==> src/source/iv_ctrl_pkg.sv <==
`default_nettype none

package iv_ctrl_pkg;

	typedef enum logic [2:0] {
		seq_idle         = 3'd0,	// No sequence selected
		seq_entry        = 3'd1,	// Full interrupt or trap entry
		seq_entry_fault  = 3'd2,	// Trap with a lower vector priority
		seq_return_pop   = 3'd3,	// Return that restores the stacked state
		seq_return_chain = 3'd4		// Return that chains into a pending PIC request
	} seq_kind_e;

	// Instruction types presented in place of the decoder's
	localparam logic [6:0] inst_ld_w    = 7'd33;	// LD.W
	localparam logic [6:0] inst_st_w    = 7'd34;	// ST.W
	localparam logic [6:0] inst_mov_w   = 7'd21;	// MOV.W
	localparam logic [6:0] inst_invalid = 7'd50;	// Ends the CPU cycle without a datapath op

	// Register file selects
	localparam logic [4:0] reg_lr       = 5'd5;
	localparam logic [4:0] reg_sp       = 5'd6;
	localparam logic [4:0] reg_pc       = 5'd7;
	localparam logic [4:0] reg_const_m1 = 5'd15;	// Constant #FFFF
	localparam logic [4:0] reg_temp     = 5'd16;	// Holds the vector PSW during entry

	// Data and address bus control
	localparam logic [6:0] bus_idle        = 7'b1111111;
	localparam logic [6:0] dbus_mdr_in     = 7'b0000001;	// MDR to register file
	localparam logic [6:0] dbus_to_mdr     = 7'b0001000;	// Register to MDR
	localparam logic [6:0] dbus_psw_to_mdr = 7'b0100000;	// PSW to MDR
	localparam logic [6:0] dbus_cex_to_mdr = 7'b0101000;	// CEX state to MDR
	localparam logic [6:0] dbus_reg_move   = 7'b0001001;	// Register to register
	localparam logic [6:0] dbus_none       = 7'b0111111;	// No register transfer on the data bus
	localparam logic [6:0] abus_sp         = 7'b0001000;	// SP to MAR
	localparam logic [6:0] abus_vector     = 7'b0100000;	// Vector table address to MAR

	// Vector table word select
	localparam logic [1:0] psw_ent_psw   = 2'b00;	// PSW word of the vector
	localparam logic [1:0] psw_ent_entry = 2'b10;	// Handler entry point

	// PSW bus control
	localparam logic [1:0] psw_bus_idle  = 2'b11;
	localparam logic [1:0] psw_from_mdr  = 2'b01;	// PSW loaded from MDR
	localparam logic [1:0] psw_from_temp = 2'b10;	// PSW loaded from temp register

endpackage

`default_nettype wire

==> src/source/iv_psw_pkg.sv <==
`default_nettype none

package iv_psw_pkg;

	typedef logic [2:0] pri_t;	// CPU and device priority level

	// PSW seen as a raw bus word or as its fields
	typedef union packed {
		logic [15:0] raw;
		struct packed {
			pri_t       prev_pri;	// Priority before the current handler
			logic [4:0] spare;
			pri_t       curr_pri;	// Running priority
			logic       flt;		// Fault flag
			logic       slp;		// Sleep bit
			logic       n;
			logic       z;
			logic       c;
		} fld;
	} iv_psw_u;

	// Layout of the PIC input byte
	localparam int unsigned pic_pend_bit = 7;	// Request pending
	localparam int unsigned pic_pri_hi   = 6;	// Requesting priority, upper bit
	localparam int unsigned pic_pri_lo   = 4;	// Requesting priority, lower bit

endpackage

`default_nettype wire

==> src/source/int_vect_entry.sv <==
`default_nettype none

module int_vect_entry #(
	parameter int STEP_W = 4
) (
	input  iv_ctrl_pkg::seq_kind_e kind,
	input  logic [STEP_W-1:0]      step,
	output logic                   seq_done,			// Last step of the sequence
	output logic                   operands,			// Operands come from this block
	output logic                   word_byte,			// 0 selects a word access
	output logic                   inc_iv,
	output logic                   dec_iv,
	output logic                   prpo_iv,				// 1 pre-increment, 0 post-decrement
	output logic                   iv_cpu_rst,			// CPU cycle restarts at 5 instead of 1
	output logic                   psw_entry_update,	// Stored priority goes to prev_pri of new PSW
	output logic                   clear_cex,
	output logic                   load_cex,			// CEX state loaded from MDR
	output logic                   clr_slp_bit,
	output logic                   rec_pre_pri,			// Record the running priority
	output logic                   call_pri_flt,
	output logic                   use_pic_vect,		// Vector number taken from the PIC input
	output logic [6:0]             inst_type,
	output logic [1:0]             psw_ent,
	output logic [1:0]             psw_bus_ctrl_iv,
	output logic [6:0]             data_bus_ctrl_iv,
	output logic [6:0]             addr_bus_ctrl_iv,
	output logic [4:0]             data_src_iv,
	output logic [4:0]             addr_src_iv,
	output logic [4:0]             data_dst_iv
);
	import iv_ctrl_pkg::*;

	logic active;

	assign active = (step != '0) && (kind != seq_idle);

	always_comb begin
		seq_done         = 1'b0;
		word_byte        = 1'b0;
		inc_iv           = 1'b0;
		dec_iv           = 1'b0;
		prpo_iv          = 1'b0;
		psw_entry_update = 1'b0;
		clear_cex        = 1'b0;
		load_cex         = 1'b0;
		clr_slp_bit      = 1'b0;
		rec_pre_pri      = 1'b0;
		call_pri_flt     = 1'b0;
		use_pic_vect     = 1'b0;
		inst_type        = inst_invalid;
		psw_ent          = psw_ent_psw;
		psw_bus_ctrl_iv  = psw_bus_idle;
		data_bus_ctrl_iv = bus_idle;
		addr_bus_ctrl_iv = bus_idle;
		data_src_iv      = '0;
		addr_src_iv      = '0;
		data_dst_iv      = '0;

		case (kind)
			seq_entry, seq_entry_fault: begin
				case (step)
					1: begin						// Vector PSW into temp
						inst_type        = inst_ld_w;
						data_bus_ctrl_iv = dbus_mdr_in;
						addr_bus_ctrl_iv = abus_vector;
						data_dst_iv      = reg_temp;
					end
					2: begin
						if (kind == seq_entry_fault) begin	// Priority fault ends the entry
							call_pri_flt = 1'b1;
							seq_done     = 1'b1;
						end else begin						// Push PC
							inst_type        = inst_st_w;
							dec_iv           = 1'b1;
							data_bus_ctrl_iv = dbus_to_mdr;
							addr_bus_ctrl_iv = abus_sp;
							addr_src_iv      = reg_sp;
							data_src_iv      = reg_pc;
							data_dst_iv      = reg_sp;		// SP written back after decrement
						end
					end
					3, 4, 5: begin					// Push LR, PSW, then CEX
						inst_type        = inst_st_w;
						dec_iv           = 1'b1;
						addr_bus_ctrl_iv = abus_sp;
						addr_src_iv      = reg_sp;
						data_src_iv      = reg_lr;
						data_dst_iv      = reg_sp;
						if (step == 3) begin
							data_bus_ctrl_iv = dbus_to_mdr;
						end else if (step == 4) begin
							data_bus_ctrl_iv = dbus_psw_to_mdr;
						end else begin
							data_bus_ctrl_iv = dbus_cex_to_mdr;
							rec_pre_pri      = 1'b1;
						end
					end
					6: begin						// Temp into PSW
						psw_bus_ctrl_iv = psw_from_temp;
						data_src_iv     = reg_temp;
					end
					7: begin						// Entry point into PC
						inst_type        = inst_ld_w;
						psw_entry_update = 1'b1;
						clr_slp_bit      = 1'b1;
						data_bus_ctrl_iv = dbus_mdr_in;
						addr_bus_ctrl_iv = abus_vector;
						psw_ent          = psw_ent_entry;
						data_dst_iv      = reg_pc;
					end
					8: begin						// LR = #FFFF marks the handler return
						inst_type        = inst_mov_w;
						data_bus_ctrl_iv = dbus_reg_move;
						data_src_iv      = reg_const_m1;
						data_dst_iv      = reg_lr;
					end
					9: begin
						clear_cex = 1'b1;
						seq_done  = 1'b1;
					end
					default: ;
				endcase
			end
			seq_return_pop: begin
				if ((step >= 1) && (step <= 5) && (step != 3)) begin	// Pops off the stack
					inst_type        = inst_ld_w;
					prpo_iv          = 1'b1;
					inc_iv           = 1'b1;
					addr_bus_ctrl_iv = abus_sp;
					addr_src_iv      = reg_sp;
					data_src_iv      = reg_sp;
				end
				case (step)
					1: begin						// CEX state
						load_cex         = 1'b1;
						data_bus_ctrl_iv = dbus_none;
						data_dst_iv      = reg_sp;
					end
					2: begin						// PSW straight from MDR
						data_bus_ctrl_iv = dbus_none;
						psw_bus_ctrl_iv  = psw_from_mdr;
						data_src_iv      = '0;
						data_dst_iv      = reg_sp;
					end
					3: clr_slp_bit = 1'b1;
					4: begin						// LR
						data_bus_ctrl_iv = dbus_mdr_in;
						data_dst_iv      = reg_lr;
					end
					5: begin						// PC
						data_bus_ctrl_iv = dbus_mdr_in;
						data_dst_iv      = reg_pc;
						seq_done         = 1'b1;
					end
					default: ;
				endcase
			end
			seq_return_chain: begin
				case (step)
					1: rec_pre_pri = 1'b1;			// Stacked state stays, only priority is kept
					2: begin						// PIC vector PSW into temp
						inst_type        = inst_ld_w;
						use_pic_vect     = 1'b1;
						data_bus_ctrl_iv = dbus_mdr_in;
						addr_bus_ctrl_iv = abus_vector;
						data_dst_iv      = reg_temp;
					end
					3: begin
						psw_bus_ctrl_iv  = psw_from_temp;
						data_src_iv      = reg_temp;
						psw_entry_update = 1'b1;
						clr_slp_bit      = 1'b1;
					end
					4: begin						// Entry point into PC
						inst_type        = inst_ld_w;
						data_bus_ctrl_iv = dbus_mdr_in;
						addr_bus_ctrl_iv = abus_vector;
						psw_ent          = psw_ent_entry;
						data_dst_iv      = reg_pc;
						seq_done         = 1'b1;
					end
					default: ;
				endcase
			end
			default: ;
		endcase

		operands   = active & ~seq_done;	// Decoder regains control on the last step
		iv_cpu_rst = active & ~seq_done;
	end

endmodule

`default_nettype wire

==> src/source/int_vect_top.sv <==
`default_nettype none

module int_vect_top #(
	parameter int STEP_W = 4
) (
	input  logic                clk,
	input  logic                rst,
	input  logic                iv_enter,
	input  logic                iv_return,
	input  logic                svc_inst,
	input  iv_psw_pkg::iv_psw_u cur_psw,
	input  iv_psw_pkg::iv_psw_u vect_psw,
	input  logic [7:0]          pic_in,
	input  logic                stall,
	output logic                busy,
	output logic                operands, word_byte, inc_iv, dec_iv, prpo_iv,
	output logic                iv_cpu_rst, psw_entry_update, clear_cex, load_cex,
	output logic                clr_slp_bit, rec_pre_pri, call_pri_flt, use_pic_vect,
	output logic [6:0]          inst_type, data_bus_ctrl_iv, addr_bus_ctrl_iv,
	output logic [1:0]          psw_ent, psw_bus_ctrl_iv,
	output logic [4:0]          data_src_iv, addr_src_iv, data_dst_iv
);
	import iv_ctrl_pkg::*;

	seq_kind_e         kind;
	logic              start;
	logic              seq_done;
	logic [STEP_W-1:0] step;

	// Unregistered control word between decoder and output register
	logic       operands_d, word_byte_d, inc_iv_d, dec_iv_d, prpo_iv_d;
	logic       iv_cpu_rst_d, psw_entry_update_d, clear_cex_d, load_cex_d;
	logic       clr_slp_bit_d, rec_pre_pri_d, call_pri_flt_d, use_pic_vect_d;
	logic [6:0] inst_type_d, data_bus_ctrl_iv_d, addr_bus_ctrl_iv_d;
	logic [1:0] psw_ent_d, psw_bus_ctrl_iv_d;
	logic [4:0] data_src_iv_d, addr_src_iv_d, data_dst_iv_d;

	pic_request_latch i_latch (
		.clk, .rst, .iv_enter, .iv_return, .svc_inst,
		.cur_psw, .vect_psw, .pic_in, .busy, .start, .kind
	);

	iv_step_counter #(.STEP_W(STEP_W)) i_counter (
		.clk, .rst, .start, .stall, .seq_done, .step, .busy
	);

	int_vect_entry #(.STEP_W(STEP_W)) i_decode (
		.kind, .step, .seq_done,
		.operands(operands_d), .word_byte(word_byte_d),
		.inc_iv(inc_iv_d), .dec_iv(dec_iv_d), .prpo_iv(prpo_iv_d),
		.iv_cpu_rst(iv_cpu_rst_d), .psw_entry_update(psw_entry_update_d),
		.clear_cex(clear_cex_d), .load_cex(load_cex_d),
		.clr_slp_bit(clr_slp_bit_d), .rec_pre_pri(rec_pre_pri_d),
		.call_pri_flt(call_pri_flt_d), .use_pic_vect(use_pic_vect_d),
		.inst_type(inst_type_d), .psw_ent(psw_ent_d), .psw_bus_ctrl_iv(psw_bus_ctrl_iv_d),
		.data_bus_ctrl_iv(data_bus_ctrl_iv_d), .addr_bus_ctrl_iv(addr_bus_ctrl_iv_d),
		.data_src_iv(data_src_iv_d), .addr_src_iv(addr_src_iv_d),
		.data_dst_iv(data_dst_iv_d)
	);

	iv_control_register i_ctrl_reg (.*);	// Same names on both sides, _d into plain

endmodule

`default_nettype wire

==> src/source/iv_control_register.sv <==
`default_nettype none

module iv_control_register (
	input  logic       clk,
	input  logic       rst,
	input  logic       operands_d, word_byte_d, inc_iv_d, dec_iv_d, prpo_iv_d,
	input  logic       iv_cpu_rst_d, psw_entry_update_d, clear_cex_d, load_cex_d,
	input  logic       clr_slp_bit_d, rec_pre_pri_d, call_pri_flt_d, use_pic_vect_d,
	input  logic [6:0] inst_type_d, data_bus_ctrl_iv_d, addr_bus_ctrl_iv_d,
	input  logic [1:0] psw_ent_d, psw_bus_ctrl_iv_d,
	input  logic [4:0] data_src_iv_d, addr_src_iv_d, data_dst_iv_d,
	output logic       operands, word_byte, inc_iv, dec_iv, prpo_iv,
	output logic       iv_cpu_rst, psw_entry_update, clear_cex, load_cex,
	output logic       clr_slp_bit, rec_pre_pri, call_pri_flt, use_pic_vect,
	output logic [6:0] inst_type, data_bus_ctrl_iv, addr_bus_ctrl_iv,
	output logic [1:0] psw_ent, psw_bus_ctrl_iv,
	output logic [4:0] data_src_iv, addr_src_iv, data_dst_iv
);
	import iv_ctrl_pkg::*;

	always_ff @(posedge clk) begin
		if (rst) begin									// Idle word, datapath keeps its own decode
			{operands, word_byte, inc_iv, dec_iv, prpo_iv, iv_cpu_rst} <= '0;
			{psw_entry_update, clear_cex, load_cex, clr_slp_bit} <= '0;
			{rec_pre_pri, call_pri_flt, use_pic_vect} <= '0;
			inst_type        <= inst_invalid;
			psw_ent          <= psw_ent_psw;
			psw_bus_ctrl_iv  <= psw_bus_idle;
			data_bus_ctrl_iv <= bus_idle;
			addr_bus_ctrl_iv <= bus_idle;
			{data_src_iv, addr_src_iv, data_dst_iv} <= '0;
		end else begin									// Loaded every cycle, a stall repeats the word
			{operands, word_byte, inc_iv, dec_iv, prpo_iv, iv_cpu_rst} <=
				{operands_d, word_byte_d, inc_iv_d, dec_iv_d, prpo_iv_d, iv_cpu_rst_d};
			{psw_entry_update, clear_cex, load_cex, clr_slp_bit} <=
				{psw_entry_update_d, clear_cex_d, load_cex_d, clr_slp_bit_d};
			{rec_pre_pri, call_pri_flt, use_pic_vect} <=
				{rec_pre_pri_d, call_pri_flt_d, use_pic_vect_d};
			inst_type        <= inst_type_d;
			psw_ent          <= psw_ent_d;
			psw_bus_ctrl_iv  <= psw_bus_ctrl_iv_d;
			data_bus_ctrl_iv <= data_bus_ctrl_iv_d;
			addr_bus_ctrl_iv <= addr_bus_ctrl_iv_d;
			data_src_iv      <= data_src_iv_d;
			addr_src_iv      <= addr_src_iv_d;
			data_dst_iv      <= data_dst_iv_d;
		end
	end

endmodule

`default_nettype wire

==> src/source/iv_step_counter.sv <==
`default_nettype none

module iv_step_counter #(
	parameter int STEP_W = 4
) (
	input  logic              clk,
	input  logic              rst,
	input  logic              start,		// Begin at step 1
	input  logic              stall,		// Datapath not ready, hold the step
	input  logic              seq_done,		// Current step is the last one
	output logic [STEP_W-1:0] step,			// 0 when idle
	output logic              busy
);

	logic advance;

	assign advance = busy & ~stall;	// Step is consumed this cycle

	always_ff @(posedge clk) begin
		if (rst) begin
			step <= '0;
			busy <= 1'b0;
		end else if (start) begin
			step <= STEP_W'(1);
			busy <= 1'b1;
		end else if (advance) begin
			if (seq_done) begin				// Last step taken, back to idle
				step <= '0;
				busy <= 1'b0;
			end else begin
				step <= step + 1'b1;
			end
		end
	end

endmodule

`default_nettype wire

==> src/source/pic_request_latch.sv <==
`default_nettype none

module pic_request_latch (
	input  logic                   clk,
	input  logic                   rst,
	input  logic                   iv_enter,		// Entry request pulse
	input  logic                   iv_return,		// Return request pulse
	input  logic                   svc_inst,		// Entry is caused by a trap instruction
	input  iv_psw_pkg::iv_psw_u    cur_psw,
	input  iv_psw_pkg::iv_psw_u    vect_psw,
	input  logic [7:0]             pic_in,
	input  logic                   busy,
	output logic                   start,			// One cycle after an accepted request
	output iv_ctrl_pkg::seq_kind_e kind
);
	import iv_ctrl_pkg::*;
	import iv_psw_pkg::*;

	logic accept;
	logic trap_fault;
	logic chain_pend;
	pri_t pic_pri;

	// A start already in flight also counts as busy
	assign accept = (iv_enter | iv_return) & ~busy & ~start;

	assign pic_pri = pic_in[pic_pri_hi:pic_pri_lo];	// Priority of the pending PIC request

	// Trap into a handler of lower priority than the running code
	assign trap_fault = svc_inst && (vect_psw.fld.curr_pri < cur_psw.fld.curr_pri);

	// Pending request below the priority being restored
	assign chain_pend = pic_in[pic_pend_bit] && (pic_pri < cur_psw.fld.prev_pri);

	always_ff @(posedge clk) begin
		if (rst) begin
			start <= 1'b0;
			kind  <= seq_idle;
		end else begin
			start <= accept;
			if (accept) begin						// Kind stays put until the next request
				if (iv_enter) begin					// Entry wins over a same-cycle return
					kind <= trap_fault ? seq_entry_fault : seq_entry;
				end else begin
					kind <= chain_pend ? seq_return_chain : seq_return_pop;
				end
			end
		end
	end

endmodule

`default_nettype wire

==> config.mk <==
export PLATFORM = sky130hd
export DESIGN_NAME = int_vect_top
export DESIGN_NICKNAME = d
export VERILOG_FILES = /design/src/source/iv_ctrl_pkg.sv /design/src/source/iv_psw_pkg.sv /design/src/source/int_vect_entry.sv /design/src/source/int_vect_top.sv /design/src/source/iv_control_register.sv /design/src/source/iv_step_counter.sv /design/src/source/pic_request_latch.sv
export SDC_FILE = /design/constraint.sdc
export NUM_CORES = 1
export LEC_CHECK = 0
export CAP_MARGIN = 20
export CORE_MARGIN = 1
export CORE_UTILIZATION = 30
export CTS_CLUSTER_DIAMETER = 80
export DETAILED_ROUTE_END_ITERATION = 7
export DONT_BUFFER_PORTS = 1
export GPL_TIMING_DRIVEN = 0
export PLACE_DENSITY = 0.46
export RECOVER_POWER = 50
export SLEW_MARGIN = 20
export SYNTH_ARGS = -nofsm -noshare
export SYNTH_HDL_FRONTEND = slang
export SYNTH_SLANG_ARGS = --single-unit
==> constraint.sdc <==
create_clock -name clk -period 1.8 [get_ports clk]
set_clock_uncertainty 0.1 [all_clocks]
set_input_delay 0.09 -clock clk [delete_from_list [all_inputs] [get_ports clk]]
set_output_delay 0.09 -clock clk [all_outputs]
set_load 0.01 [all_outputs]
==> run metrics <==
maximum VDD drop 301 uV; number of buffers and inverters on the critical path 2; Critical Path Start Type flip-flop; fmax 0.535 GHz; Seq cells post-synth 45; DRC Markers 0; largest family of logic cells by synthesized area simple AND/OR/NAND/NOR gates; actual slew at the worst max-slew pin 0.743 ns; element type at the critical path end flip-flop; Die Ht 90.2 um; max-cap viol count 0; total track usage 15.2%; drt wl/cell 15.3 um; proportion of layout cells with a drive suffix above 1 34.2%; Synth Area per Inst 8.80 um2; Comb pwr share 21.9%; num ports 100; sequential fraction of design power 42.7%; setup tns final -0.242 ns; first-pass GRT wire length 9.83 mm; violated checks setup timing; switching power 0.729 mW; Data required, critical path 1.89 ns; critical path class reg -> reg; later-pin clock latency in the skew report 0.30 ns; crit-path most repeated cell buf_6; mux contribution to synthesized area 1.29%; Seq/Total Area, Yosys 38.6%; Placeable Area 0.00737 mm2; initial core utilization 31.6%; Primary FF master, synth dfxtp_1; largest net degree at the start of global routing 16; Post-Route WL 6.15 mm; final layout net count 357; max-slew violations 0; initial antenna violation count 0; YS warnings 0; Int Pwr 1.87 mW; Syn Std Cell Area 0.00233 mm2; Vias/cell 4.82; Iter 0 DRT Violations 87; Tcrit/Tclk final 104%; leakage 1.15 nW; Slew headroom 50.5%; synthesized instance count 265; Final WS setup -0.0675 ns; Util after Layout 41.9%; port bufs 0; Hold Crit Class in -> reg; CP max FO 5; leading area contributor after synthesis dfxtp_1; First-pass DRT Iterations 5; CTS tree yes; critical path's slowest cell or4_1; dpl ws -0.446 ns; post-synthesis simple-gate area fraction 22.8%; slowest cell delay on critical path 0.46 ns; # clock sinks 45; compound-cell area share of the yosys netlist 18.6%; post-synthesis cell type count 55; clock share of power 35.3%; crit-path cells buf_6 -> ha_4 -> buf_6 -> a211oi_1 -> o22ai_1 -> nand2_1 -> or4_1; number of synthesized flops with an enable pin 0; RSZ-0062 raised after global routing true; area growth from synthesis to layout 32.2%; Worst-path clk slew 0.09 ns; outcome finished, violations left; Max Root-Sink Buffers 2; htree depth 2; Vias 1943; GRT overflow 0; die area 0.00813 mm2; switch share 28.0%; vias in the first global route 1928; Final ANT Viol Nets 0; cell family with most CP delay simple AND/OR/NAND/NOR gates; post-route minimum period 1.87 ns; ys async rst share 0%; Crit path arrival time 1.95 ns; adder-cell share of the synthesized area 4.72%; Synth Area in XOR/XNOR 1.13%; Setup violations, final 7; Die X 90.2 um; Num CTS Buffers 5; post-DP HPWL 4.46 mm; final hold violations 0; # rows 31; CTS Root Cell clkbuf_8; Synth area leaders dfxtp_1 39%, buf_4 6.4%, a21oi_1 4.7%; GPL Wtd Cong 0.846; area share of the largest cell type after synthesis 38.6%; ant diodes 0; pwr/cell area 843 mW/mm2
layout make-up:
class	count	area (um2)
inverter	12	47.5
timing repair buffer	24	214
clock inverter	3	68.8
multi-input combinational	180	1360
clock buffer	5	68.8
fill	753	4290
buffer	35	289
tap	99	124
sequential	45	915
Yosys cell counts (all sizes together), types with 3 or more instances:
cell and count:
nand2b 9, a31oi 4, dfxtp 45, nand3 8, nand2 17, or3 5
inv 12, o21ai 12, a21oi 23, nor2b 4, buf 32, o211ai 5
nor2 18, mux2i 3, ha 8, nor3 11, nor3b 5, or2 4
clkbuf 3, a211oi 3
per-layer routing:
layer | up-vias | part of all wire (%) | global-route usage [%]
li1 | 977 | - | -
met1 | 899 | 45 | 19.0
met2 | 59 | 48 | 26.2
met3 | 8 | 5.6 | 3.98
met4 | 0 | 1.2 | 3.23
met5 | - | 0 | 0
registers in the layout, summed over array words and instances (netlist names), 2 cells and up:
name / flops
i_ctrl_reg.addr_bus_ctrl_iv: 3
i_ctrl_reg.psw_bus_ctrl_iv: 2
i_ctrl_reg.data_src_iv: 5
i_latch.kind: 3
i_counter.step: 4
i_ctrl_reg.data_bus_ctrl_iv: 5
i_ctrl_reg.inst_type: 5
i_ctrl_reg.data_dst_iv: 4
logic make-up (layout without fill, tap and decap cells):
| group | Yosys count | after routing |
|---|---|---|
| adders and majority gates | 9 | 9 |
| xor gates and xnor gates | 3 | 3 |
| buffers and inverters | 47 | 79 |
| other | 1 | 8 |
| DFF | 45 | 45 |
| muxes | 3 | 3 |
| AOI/OAI and AO/OA | 62 | 62 |
| and+or+nand+nor | 95 | 95 |
placed cells by master, fill, tap and decap left out, drive strengths merged, types with 3 or more instances in the layout:
master       count
o211ai           5
buf             51
or2              4
nor3b            5
nand2           17
inv             13
nand2b           9
nand3            8
mux2i            3
dlygate4sd3      4
a211oi           3
or3              5
a31oi            4
nor2b            4
clkbuf           9
ha               8
a21oi           23
dfxtp           45
conb             8
nor3            11
o21ai           12
nor2            18
metrics by stage:
stage	cells	total power, mW	area, um2	hold slack, ns
finish	403	2.60	3080	0.0220
floorplan	272	1.49	2380	0.0938
CTS	402	2.61	3020	-0.210
global route	403	2.73	3080	0.0266
global placement	371	1.58	2500	0.102
detailed placement	371	1.59	2500	0.105
repair_timing:
item / CTS / global route
resized for setup: 41 / 15
setup endpoints to repair: 24 / 26
hold buffers: 3 / 1
hold endpoints to repair: 13 / 8
pin swaps: 15 / 6
setup buffers: 20 / 0
worst reg2reg max path, delay by kind of cell, from the launching register on:
kind | cells | cell delay (ns)
AND/OR/NAND/NOR | 2 | 0.56
flip-flops | 1 | 0.39
AO/OA/AOI/OAI | 2 | 0.28
buffers and inverters | 2 | 0.25
adder cells (fa/ha/maj) | 1 | 0.18
final timing paths:
check | depth (start not counted) | end | start | slack [ns]
setup reg to reg | 7 | i_ctrl_reg.data_bus_ctrl_iv[0] | i_counter.step[0] | -0.07
hold reg to reg | 2 | i_counter.step[1] | i_counter.step[1] | 0.43
hold / removal | 3 | i_ctrl_reg.data_dst_iv[0] | rst | 0.02
setup / recovery | 7 | i_ctrl_reg.data_bus_ctrl_iv[0] | i_counter.step[0] | -0.07
power groups by stage:
| stage | clock, mW | combinational [mW] | sequential, mW |
|---|---|---|---|
| finish | 0.918 | 0.570 | 1.11 |
| global route | 0.989 | 0.617 | 1.12 |
| CTS | 0.943 | 0.552 | 1.11 |
| detailed placement | 0 | 0.455 | 1.13 |
| global placement | 0 | 0.455 | 1.13 |
| floorplan | 0 | 0.368 | 1.12 |
Note: power is estimated with default switching activity, not from simulation.
